[config.mk]
export PLATFORM = sky130hd
export DESIGN_NAME = ising_energy_top
export DESIGN_NICKNAME = d
export VERILOG_FILES = /design/src/ising_pkg.sv /design/src/adder_tree.sv /design/src/partial_energy_calc.sv /design/src/weight_store.sv /design/src/spin_dispatcher.sv /design/src/energy_accum.sv /design/src/ising_energy_top.sv
export SDC_FILE = /design/constraint.sdc
export NUM_CORES = 2
export LEC_CHECK = 0
export BUFFER_PORTS_ARGS = -buffer_cell sky130_fd_sc_hd__buf_4
export CORE_MARGIN = 1.5
export CORE_UTILIZATION = 55
export CTS_CLUSTER_SIZE = 20
export DETAILED_ROUTE_END_ITERATION = 6
export PLACE_DENSITY = 0.77
export SETUP_SLACK_MARGIN = 0.15
export SLEW_MARGIN = 15
export SYNTH_ARGS = -nofsm -noshare
export SYNTH_HDL_FRONTEND = slang
export SYNTH_SLANG_ARGS = --single-unit
[constraint.sdc]
create_clock -name clk_i -period 13.4 [get_ports clk_i]
set_input_delay 1.34 -clock clk_i [delete_from_list [all_inputs] [get_ports clk_i]]
set_output_delay 1.34 -clock clk_i [all_outputs]
set_load 0.05 [all_outputs]
[src/ising_pkg.sv]
// ==============================
// ising_pkg
// default sizes of the energy evaluator and the
// decode of the h scaling code into a shift
// ==============================
`default_nettype none

package ising_pkg;

    // defaults of the top level parameters
    localparam int DEF_BITJ             = 4;    // J weight width
    localparam int DEF_BITH             = 4;    // h bias width
    localparam int DEF_DATASPIN         = 16;   // spins per job
    localparam int DEF_LANES            = 4;    // DATASPIN must be a multiple
    localparam int DEF_SCALING_BIT      = 5;    // width of the scaling code
    localparam int DEF_ENERGY_TOTAL_BIT = 16;   // result wraps to this

    // scaling code to bias shift
    // only 1, 2, 4, 8 and 16 scale; any other code acts as x1
    function automatic int unsigned scale_shift(input int unsigned code);
        int unsigned shift;
        case (code)
            1:       shift = 0;
            2:       shift = 1;
            4:       shift = 2;
            8:       shift = 3;
            16:      shift = 4;
            default: shift = 0;   // 0, 3, 31 ... behave like 1
        endcase
        return shift;
    endfunction

endpackage

`default_nettype wire

[src/adder_tree.sv]
// ==============================
// adder_tree
// combinational pairwise adder tree that reduces N signed
// inputs to one sum sign-extended or truncated to SUMW
// ==============================
`timescale 1ns/1ns
`default_nettype none

module adder_tree #(
    parameter int N     = 4,
    parameter int DATAW = 8,
    parameter int SUMW  = 16
) (
    input  logic signed [N-1:0][DATAW-1:0] data_i,   // packed signed operands
    output logic signed [SUMW-1:0]         sum_o
);

    localparam int LEVELS = (N > 1) ? $clog2(N) : 0;
    localparam int TREEW  = DATAW + LEVELS;   // one extra bit per level

    // node[l][i] is entry i of level l and level 0 holds the inputs
    logic [LEVELS:0][N-1:0][TREEW-1:0] node;

    // live entries on a level
    function automatic int level_cnt(input int lvl);
        return (N + (1 << lvl) - 1) >> lvl;
    endfunction

    genvar l, i;

    generate
        for (i = 0; i < N; i++) begin : g_leaf
            assign node[0][i] = TREEW'($signed(data_i[i]));   // sign extend
        end

        for (l = 1; l <= LEVELS; l++) begin : g_level
            for (i = 0; i < N; i++) begin : g_node
                if (2*i + 1 < level_cnt(l-1)) begin : g_add
                    assign node[l][i] = $signed(node[l-1][2*i]) + $signed(node[l-1][2*i+1]);
                end else if (2*i < level_cnt(l-1)) begin : g_pass
                    assign node[l][i] = node[l-1][2*i];   // odd leftover
                end else begin : g_idle
                    assign node[l][i] = '0;               // slot past the level end
                end
            end
        end
    endgenerate

    // root widened or wrapped to the requested width
    assign sum_o = SUMW'($signed(node[LEVELS][0]));

endmodule

`default_nettype wire

[src/partial_energy_calc.sv]
// ==============================
// partial_energy_calc
// one lane computing the partial energy of the masked spin
// combinational sigma_i * (sum_j J_ij*sigma_j + h_i*k)
// ==============================
`timescale 1ns/1ns
`default_nettype none

module partial_energy_calc #(
    parameter int BITJ             = ising_pkg::DEF_BITJ,
    parameter int BITH             = ising_pkg::DEF_BITH,
    parameter int DATASPIN         = ising_pkg::DEF_DATASPIN,
    parameter int SCALING_BIT      = ising_pkg::DEF_SCALING_BIT,
    parameter int ENERGY_TOTAL_BIT = ising_pkg::DEF_ENERGY_TOTAL_BIT
) (
    input  logic [DATASPIN-1:0]               spin_i,        // 1 -> +1, 0 -> -1
    input  logic [DATASPIN-1:0]               spin_mask_i,   // one-hot own spin
    input  logic [DATASPIN*BITJ-1:0]          weight_i,      // J row of own spin
    input  logic signed [BITH-1:0]            hbias_i,
    input  logic [SCALING_BIT-1:0]            hscaling_i,
    output logic signed [ENERGY_TOTAL_BIT-1:0] energy_o
);

    // term width fits h shifted by up to 4 or a negated J
    localparam int HSCW    = BITH + 4;
    localparam int MULTBIT = (HSCW > BITJ + 1) ? HSCW : BITJ + 1;

    logic [DATASPIN-1:0][MULTBIT-1:0]    weight_ext;   // sign extended J
    logic [DATASPIN-1:0][MULTBIT-1:0]    terms;        // adder tree operands
    logic signed [MULTBIT-1:0]           hbias_ext;
    logic signed [MULTBIT-1:0]           hbias_scaled;
    logic signed [ENERGY_TOTAL_BIT-1:0]  energy_sum;
    logic                                own_spin;

    // ==============================
    // operand preparation
    // ==============================
    genvar i;
    generate
        for (i = 0; i < DATASPIN; i++) begin : g_unpack
            assign weight_ext[i] = MULTBIT'($signed(weight_i[i*BITJ +: BITJ]));
        end
    endgenerate

    assign own_spin  = |(spin_i & spin_mask_i);   // mask is one-hot
    assign hbias_ext = MULTBIT'(hbias_i);

    // h * k with k a power of two
    assign hbias_scaled = hbias_ext <<< ising_pkg::scale_shift(32'(hscaling_i));

    // J_ij * sigma_j with the bias in the diagonal slot
    always_comb begin
        for (int j = 0; j < DATASPIN; j++) begin
            if (spin_mask_i[j]) begin
                terms[j] = hbias_scaled;    // J_ii is never used
            end else if (spin_i[j]) begin
                terms[j] = weight_ext[j];
            end else begin
                terms[j] = -weight_ext[j];
            end
        end
    end

    // ==============================
    // sum and own spin sign
    // ==============================
    adder_tree #(
        .N     (DATASPIN),
        .DATAW (MULTBIT),
        .SUMW  (ENERGY_TOTAL_BIT)
    ) u_adder_tree (
        .data_i (terms),
        .sum_o  (energy_sum)
    );

    assign energy_o = own_spin ? energy_sum : -energy_sum;   // times sigma_i

endmodule

`default_nettype wire

[src/weight_store.sv]
// ==============================
// weight_store
// flop array of the J rows and h biases
// one write port and LANES combinational row reads
// ==============================
`timescale 1ns/1ns
`default_nettype none

module weight_store #(
    parameter int BITJ     = ising_pkg::DEF_BITJ,
    parameter int BITH     = ising_pkg::DEF_BITH,
    parameter int DATASPIN = ising_pkg::DEF_DATASPIN,
    parameter int LANES    = ising_pkg::DEF_LANES,
    parameter int ROWW     = $clog2(DATASPIN)
) (
    input  logic                                  clk_i,
    input  logic                                  reset_i,
    // host write
    input  logic                                  wr_en_i,
    input  logic [ROWW-1:0]                       wr_row_i,
    input  logic [DATASPIN*BITJ-1:0]              wr_j_row_i,
    input  logic signed [BITH-1:0]                wr_h_i,
    // lane read of rows base .. base+LANES-1
    input  logic [ROWW-1:0]                       rd_base_i,
    output logic [LANES-1:0][DATASPIN*BITJ-1:0]   rd_j_o,
    output logic signed [LANES-1:0][BITH-1:0]     rd_h_o
);

    logic [DATASPIN-1:0][DATASPIN*BITJ-1:0] j_mem;   // row i = J_i*
    logic [DATASPIN-1:0][BITH-1:0]          h_mem;

    // write lands on the next cycle
    always_ff @(posedge clk_i) begin
        if (reset_i) begin
            j_mem <= '0;   // all couplings zero after reset
            h_mem <= '0;
        end else if (wr_en_i) begin
            j_mem[wr_row_i] <= wr_j_row_i;
            h_mem[wr_row_i] <= wr_h_i;
        end
    end

    // no read latency
    always_comb begin
        for (int l = 0; l < LANES; l++) begin
            rd_j_o[l] = j_mem[rd_base_i + ROWW'(l)];
            rd_h_o[l] = h_mem[rd_base_i + ROWW'(l)];
        end
    end

endmodule

`default_nettype wire

[src/spin_dispatcher.sv]
// ==============================
// spin_dispatcher
// job handshake, spin and scale latch, group sequencing
// group outputs are registered toward the lanes
// ==============================
`timescale 1ns/1ns
`default_nettype none

module spin_dispatcher #(
    parameter int DATASPIN    = ising_pkg::DEF_DATASPIN,
    parameter int LANES       = ising_pkg::DEF_LANES,
    parameter int SCALING_BIT = ising_pkg::DEF_SCALING_BIT,
    parameter int ROWW        = $clog2(DATASPIN)
) (
    input  logic                            clk_i,
    input  logic                            reset_i,
    // job in
    input  logic                            job_valid_i,
    output logic                            job_ready_o,
    input  logic [DATASPIN-1:0]             job_spin_i,
    input  logic [SCALING_BIT-1:0]          job_scale_i,
    input  logic                            acc_busy_i,    // result still held
    // group out
    output logic [ROWW-1:0]                 grp_row_o,     // base row of group
    output logic [DATASPIN-1:0]             grp_spin_o,
    output logic [SCALING_BIT-1:0]          grp_scale_o,
    output logic [LANES-1:0][DATASPIN-1:0]  grp_mask_o,
    output logic                            grp_valid_o,
    output logic                            grp_last_o
);

    localparam int NGRP = DATASPIN / LANES;
    localparam int GRPW = (NGRP > 1) ? $clog2(NGRP) : 1;

    typedef enum logic {S_IDLE, S_RUN} state_t;

    state_t               state_q;
    logic [GRPW-1:0]      grp_cnt_q;   // next group to issue
    logic                 issue;
    logic                 job_take;

    assign job_ready_o = (state_q == S_IDLE) && !acc_busy_i;
    assign job_take    = job_valid_i && job_ready_o;
    assign issue       = (state_q == S_RUN) && !grp_last_o;   // stop once last is out

    // ==============================
    // FSM and group counter
    // ==============================
    always_ff @(posedge clk_i) begin
        if (reset_i) begin
            state_q     <= S_IDLE;
            grp_cnt_q   <= '0;
            grp_row_o   <= '0;
            grp_valid_o <= 1'b0;
            grp_last_o  <= 1'b0;
        end else begin
            case (state_q)
                S_IDLE: begin
                    if (job_take) begin
                        state_q   <= S_RUN;
                        grp_cnt_q <= '0;
                    end
                end
                S_RUN: begin
                    if (grp_last_o) begin
                        state_q <= S_IDLE;   // last group retired this edge
                    end
                end
                default: state_q <= S_IDLE;
            endcase

            grp_valid_o <= issue;
            grp_last_o  <= issue && (grp_cnt_q == GRPW'(NGRP - 1));
            if (issue) begin
                grp_row_o <= ROWW'(grp_cnt_q * LANES);
                grp_cnt_q <= (grp_cnt_q == GRPW'(NGRP - 1)) ? '0 : grp_cnt_q + 1'b1;
            end
        end
    end

    // job payload held for the whole run
    always_ff @(posedge clk_i) begin
        if (job_take) begin
            grp_spin_o  <= job_spin_i;
            grp_scale_o <= job_scale_i;
        end
    end

    // lane l owns spin base+l
    always_comb begin
        for (int l = 0; l < LANES; l++) begin
            grp_mask_o[l] = DATASPIN'(1) << (grp_row_o + ROWW'(l));
        end
    end

endmodule

`default_nettype wire

[src/energy_accum.sv]
// ==============================
// energy_accum
// sums lane energies over the groups of a job and
// holds the total until the host takes it
// ==============================
`timescale 1ns/1ns
`default_nettype none

module energy_accum #(
    parameter int LANES            = ising_pkg::DEF_LANES,
    parameter int ENERGY_TOTAL_BIT = ising_pkg::DEF_ENERGY_TOTAL_BIT
) (
    input  logic                                       clk_i,
    input  logic                                       reset_i,
    input  logic signed [LANES-1:0][ENERGY_TOTAL_BIT-1:0] lane_energy_i,
    input  logic                                       grp_valid_i,
    input  logic                                       grp_last_i,
    // result out
    output logic                                       result_valid_o,
    input  logic                                       result_ready_i,
    output logic signed [ENERGY_TOTAL_BIT-1:0]         result_energy_o,
    output logic                                       acc_busy_o
);

    logic signed [ENERGY_TOTAL_BIT-1:0] lane_sum;   // all lanes of this group
    logic signed [ENERGY_TOTAL_BIT-1:0] run_sum_q;  // earlier groups of the job

    adder_tree #(
        .N     (LANES),
        .DATAW (ENERGY_TOTAL_BIT),
        .SUMW  (ENERGY_TOTAL_BIT)
    ) u_lane_sum (
        .data_i (lane_energy_i),
        .sum_o  (lane_sum)
    );

    // running sum is left at zero after each job
    always_ff @(posedge clk_i) begin
        if (reset_i) begin
            run_sum_q      <= '0;
            result_valid_o <= 1'b0;
        end else begin
            if (grp_valid_i) begin
                run_sum_q <= grp_last_i ? '0 : run_sum_q + lane_sum;
            end
            if (grp_valid_i && grp_last_i) begin
                result_valid_o <= 1'b1;
            end else if (result_ready_i) begin
                result_valid_o <= 1'b0;   // taken
            end
        end
    end

    // result register loaded with the final group folded in
    always_ff @(posedge clk_i) begin
        if (grp_valid_i && grp_last_i) begin
            result_energy_o <= run_sum_q + lane_sum;
        end
    end

    assign acc_busy_o = result_valid_o;   // blocks the next job

endmodule

`default_nettype wire

[src/ising_energy_top.sv]
// ==============================
// ising_energy_top
// Ising energy evaluator built from weight store,
// dispatcher, lane array and accumulator
// ==============================
`timescale 1ns/1ns
`default_nettype none

module ising_energy_top #(
    parameter int BITJ             = ising_pkg::DEF_BITJ,
    parameter int BITH             = ising_pkg::DEF_BITH,
    parameter int DATASPIN         = ising_pkg::DEF_DATASPIN,
    parameter int LANES            = ising_pkg::DEF_LANES,
    parameter int SCALING_BIT      = ising_pkg::DEF_SCALING_BIT,
    parameter int ENERGY_TOTAL_BIT = ising_pkg::DEF_ENERGY_TOTAL_BIT,
    parameter int ROWW             = $clog2(DATASPIN)
) (
    input  logic                                clk_i,
    input  logic                                reset_i,
    // weight load
    input  logic                                wr_en_i,
    input  logic [ROWW-1:0]                     wr_row_i,
    input  logic [DATASPIN*BITJ-1:0]            wr_j_row_i,
    input  logic signed [BITH-1:0]              wr_h_i,
    // job
    input  logic                                job_valid_i,
    output logic                                job_ready_o,
    input  logic [DATASPIN-1:0]                 job_spin_i,
    input  logic [SCALING_BIT-1:0]              job_scale_i,
    // result
    output logic                                result_valid_o,
    input  logic                                result_ready_i,
    output logic signed [ENERGY_TOTAL_BIT-1:0]  result_energy_o
);

    logic [ROWW-1:0]                          grp_row;
    logic [DATASPIN-1:0]                      grp_spin;
    logic [SCALING_BIT-1:0]                   grp_scale;
    logic [LANES-1:0][DATASPIN-1:0]           grp_mask;
    logic                                     grp_valid;
    logic                                     grp_last;
    logic [LANES-1:0][DATASPIN*BITJ-1:0]      rd_j;
    logic signed [LANES-1:0][BITH-1:0]        rd_h;
    logic signed [LANES-1:0][ENERGY_TOTAL_BIT-1:0] lane_energy;
    logic                                     acc_busy;

    weight_store #(
        .BITJ (BITJ), .BITH (BITH), .DATASPIN (DATASPIN), .LANES (LANES), .ROWW (ROWW)
    ) u_weight_store (
        .clk_i      (clk_i),
        .reset_i    (reset_i),
        .wr_en_i    (wr_en_i),
        .wr_row_i   (wr_row_i),
        .wr_j_row_i (wr_j_row_i),
        .wr_h_i     (wr_h_i),
        .rd_base_i  (grp_row),
        .rd_j_o     (rd_j),
        .rd_h_o     (rd_h)
    );

    spin_dispatcher #(
        .DATASPIN (DATASPIN), .LANES (LANES), .SCALING_BIT (SCALING_BIT), .ROWW (ROWW)
    ) u_dispatcher (
        .clk_i       (clk_i),
        .reset_i     (reset_i),
        .job_valid_i (job_valid_i),
        .job_ready_o (job_ready_o),
        .job_spin_i  (job_spin_i),
        .job_scale_i (job_scale_i),
        .acc_busy_i  (acc_busy),
        .grp_row_o   (grp_row),
        .grp_spin_o  (grp_spin),
        .grp_scale_o (grp_scale),
        .grp_mask_o  (grp_mask),
        .grp_valid_o (grp_valid),
        .grp_last_o  (grp_last)
    );

    // ==============================
    // lane array with one spin per lane
    // ==============================
    genvar g;
    generate
        for (g = 0; g < LANES; g++) begin : g_lane
            partial_energy_calc #(
                .BITJ (BITJ), .BITH (BITH), .DATASPIN (DATASPIN),
                .SCALING_BIT (SCALING_BIT), .ENERGY_TOTAL_BIT (ENERGY_TOTAL_BIT)
            ) u_lane (
                .spin_i      (grp_spin),
                .spin_mask_i (grp_mask[g]),
                .weight_i    (rd_j[g]),
                .hbias_i     (rd_h[g]),
                .hscaling_i  (grp_scale),
                .energy_o    (lane_energy[g])
            );
        end
    endgenerate

    energy_accum #(
        .LANES (LANES), .ENERGY_TOTAL_BIT (ENERGY_TOTAL_BIT)
    ) u_accum (
        .clk_i           (clk_i),
        .reset_i         (reset_i),
        .lane_energy_i   (lane_energy),
        .grp_valid_i     (grp_valid),
        .grp_last_i      (grp_last),
        .result_valid_o  (result_valid_o),
        .result_ready_i  (result_ready_i),
        .result_energy_o (result_energy_o),
        .acc_busy_o      (acc_busy)
    );

endmodule

`default_nettype wire

==> summary.log <==
[die] Die Footprint 131,000 sq um
[cts] Inserted Clock Buffers 115
[layout] final cell area excluding filler cells 77,000 sq um
[layout] number of nets in the layout 9,005
[job] number of maximum-capacitance constraint violations 0
[hold_path] count of cells along the worst hold path 2
[grt] total routing usage reported by global routing 0.390
[worst_setup_path] arrival time at the worst endpoint 13.12 ns
[power] power density over the cells 210 nW/um^2
[timing] time the final worst path needs with I/O delays and setup 12.49 ns
[route] drt via density 6.10
[logic_synthesis] Syn Area/Cell 8.41 sq um
[layout] flip-flop and latch area 23,400 sq um
[cts] number of gates resized after CTS 0
[grt] Congestion Overflow GR 0
[cts] clock sinks 1,149
[layout] combined area of the multi-input logic cells 42,400 sq um
[cts] total number of H-tree levels 3
[logic_synthesis] predominant post-synthesis flop cell sky130_fd_sc_hd__dfxtp_1
[timing] setup repair after global routing missed its margin no
[logic_synthesis] warnings from Yosys 0
[cts] clock tree from TritonCTS yes
[route] post-route antenna net violation count 0
[logic_synthesis] Cells after Synth 8,425
[worst_setup_path] critical path launch point type flop
[place] Placed Cells 9,714
[worst_setup_path] worst reg2reg path depth 43
[logic_synthesis] largest cells by area after synthesis sky130_fd_sc_hd__dfxtp_1 (31%), sky130_fd_sc_hd__fa_1 (14%), sky130_fd_sc_hd__nand2_1 (13%), sky130_fd_sc_hd__a21oi_1 (9.0%), sky130_fd_sc_hd__mux4_2 (8.6%)
[die] Top Ports 116
[logic_synthesis] total standard cell area after synthesis 70,800 sq um
[place] number of port buffers 115
[grt] wire length of the first global-routing pass 377 mm
[timing] slew at the pin closest to its max-slew limit 1.35 ns
[cts] total setup buffers inserted after CTS 0
[place] last weighted congestion value of the routability-driven placer 1.11
[cts] later-pin clock latency in the skew report 0.78 ns
[timing] Total Negative Setup Slacks 0 ns
[die] Site Rows 131
[logic_synthesis] share of flip-flops with an asynchronous set or reset 0
[logic_synthesis] EDFF count, synth 37
[logic_synthesis] number of flip-flops and latches in the synthesized netlist 1,149
[route] DR DRC count 0
[route] DR iter-0 viols 8,054
[layout] Synth-to-Final Area Change 8.78%
[timing] largest clock skew in the final design 0.0416 ns
[route] total via count in the routed design 60,555
[worst_setup_path] Worst path most repeated cell sky130_fd_sc_hd__fa_1
[place] placement-stage cell area 72,900 sq um
[run_status] run status completed
[logic_synthesis] area share of the largest cell type after synthesis 0.314
[logic_synthesis] Net Count, Synth 9,261
[power] reported leakage power 29.2 nW
[die] Die X-Extent 362 microns
[worst_setup_path] Crit. End Element flop
[place] detailed-placement wirelength estimate 187 mm
[timing] fraction of the cycle the final worst path needs 0.932
[timing] worst slew margin relative to its limit 0.0959
[logic_synthesis] biggest area consumer among synthesized cells sky130_fd_sc_hd__dfxtp_1
[worst_setup_path] critical path start-end classification reg -> reg
[worst_setup_path] cell at the slowest stage of the critical path sky130_fd_sc_hd__dfxtp_4
[route] post-detailed-routing wire length 258 mm
[die] DIE HEIGHT 362 microns
[logic_synthesis] count leader, synth sky130_fd_sc_hd__nand2_1
[timing] Hold Fails Final Rpt 0
[die] core area 128,000 sq um
[cts] # hold bufs at CTS 0
[grt] initial antenna violation count 5
[worst_setup_path] largest fanout on the critical path 33
[power] peak supply drop 0.000720 V
[route] Wirelength per Cell 25.9 microns
[cts] cell chosen for the clock root sky130_fd_sc_hd__clkbuf_16
[layout] fill cell total of the finished layout 10,840
[grt] maximum number of pins on one net before global-route repair 253
[route] 1st-pass router iterations 7
[cts] clock-pin transition on the worst setup and hold timing paths 0.07 ns
[logic_synthesis] distinct cell type count after synthesis 73
[timing] max-slew violation count 0
[timing] maximum clock frequency 80.1 MHz
[power] total power draw 16.2 mW
[worst_setup_path] max incr delay on CP 0.91 ns
[layout] non-filler cells in the finished layout 9,935
[logic_synthesis] ranking of synthesized cells by instance count sky130_fd_sc_hd__nand2_1 (2,385), sky130_fd_sc_hd__a21oi_1 (1,280), sky130_fd_sc_hd__dfxtp_1 (1,112)
[logic_synthesis] Seq/Total Area, Yosys 0.330
[grt] number of global-route vias before repair 58,335
[die] initial core utilization 0.555
[layout] share of post-route cells with drive strength above 1 0.0987
[worst_setup_path] data required time at the worst endpoint 14.03 ns
[hold_path] class of the most critical hold timing path reg -> reg
[timing] setup violators final 0
[cts] buffers from clock root to sink, at most 3
[cells in the final DEF (no fill, tap or decap), drive strengths merged, types with 39 or more instances in the layout]
master / netlist / layout
nand2: 2385 / 2385
a21oi: 1281 / 1281
dfxtp: 1112 / 1112
inv: 785 / 794
fa: 506 / 506
nor2: 283 / 283
mux4: 270 / 270
buf: 74 / 247
ha: 232 / 232
o21ai: 193 / 193
clkbuf: 546 / 171
xnor2: 116 / 116
xor2: 68 / 68
nor3: 64 / 64
nor2b: 62 / 62
mux2i: 52 / 52
nand2b: 41 / 41
mux2: 39 / 39
[area by class of cell]
| cell class | instances | area share |
|---|---|---|
| clock inverters | 47 | 0.00989 |
| diodes | 3 | 0.0000974 |
| flip-flops and latches | 1149 | 0.303 |
| inverters | 786 | 0.0383 |
| clock buffers | 171 | 0.0444 |
| well taps | 1662 | 0.0270 |
| repair buffers | 247 | 0.0261 |
| multi-input cells | 5870 | 0.551 |
[cells by family after synthesis]
family / Yosys count / synth area share
AO/OA/AOI/OAI: 1642 / 0.123
multiplexers: 361 / 0.0997
AND/OR/NAND/NOR: 2943 / 0.165
adder cells (fa/ha/maj): 738 / 0.184
buffers and inverters: 1406 / 0.0749
flip-flops: 1149 / 0.330
XOR/XNOR: 186 / 0.0239
[flip-flops by register name, summed over array words and instances (netlist names)]
| name | cells |
|---|---|
| u_weight_store.j_mem | 1024 |
| u_weight_store.h_mem | 64 |
| u_accum.result_energy_o | 16 |
| u_accum.run_sum_q | 16 |
| u_dispatcher.grp_spin_o | 16 |
| u_dispatcher.grp_scale_o | 5 |
| u_dispatcher.grp_cnt_q | 2 |
| u_dispatcher.grp_row_o | 2 |
| u_accum.acc_busy_o | 1 |
| u_dispatcher.grp_last_o | 1 |
| u_dispatcher.grp_valid_o | 1 |
| u_dispatcher.state_q | 1 |
[layer usage]
layer	GRT usage	vias up	wire length, microns
met2	0.592	3743	113000
met3	0.0792	609	30600
met1	0.537	29526	102000
met5	0	-	23
li1	-	26673	-
met4	0.180	4	12700
[through the flow]
step,setup slack (ns),util,hold WS [ns]
2_1_floorplan,1.89,-,0.431
3_3_place_gp,1.10,0.571,0.438
3_5_place_dp,0.991,0.571,0.442
4_1_cts,0.972,0.603,0.451
5_1_grt,0.279,0.603,0.464
6_report,0.910,0.603,0.450
[path summary, 6_finish.rpt]
check / from / end / slack, ns
worst min register to register: u_weight_store.h_mem[61] / u_weight_store.h_mem[61] / 0.45
worst min-delay path: u_weight_store.h_mem[61] / u_weight_store.h_mem[61] / 0.45
worst max-delay path: u_dispatcher.grp_row_o[2] / u_accum.run_sum_q[15] / 0.91
worst max register to register: u_dispatcher.grp_row_o[2] / u_accum.run_sum_q[15] / 0.91
[where the power goes]
group | internal (mW) | switching (mW) | leakage (nW)
clock network | 2.09 | 1.46 | 2.04
logic | 3.62 | 5.19 | 17.9
registers | 3.80 | 0.0377 | 9.32
[worst max-delay path: cells and delay by family (launching register included)]
| family | cells | cell delay (ns) |
|---|---|---|
| buffers and inverters | 10 | 1.46 |
| multiplexers | 1 | 0.35 |
| AND/OR/NAND/NOR | 7 | 1.60 |
| adder cells (fa/ha/maj) | 12 | 5.55 |
| XOR/XNOR | 4 | 0.64 |
| AO/OA/AOI/OAI | 9 | 1.76 |
| flip-flops | 1 | 0.91 |
Note: power is estimated with default switching activity, not from simulation.
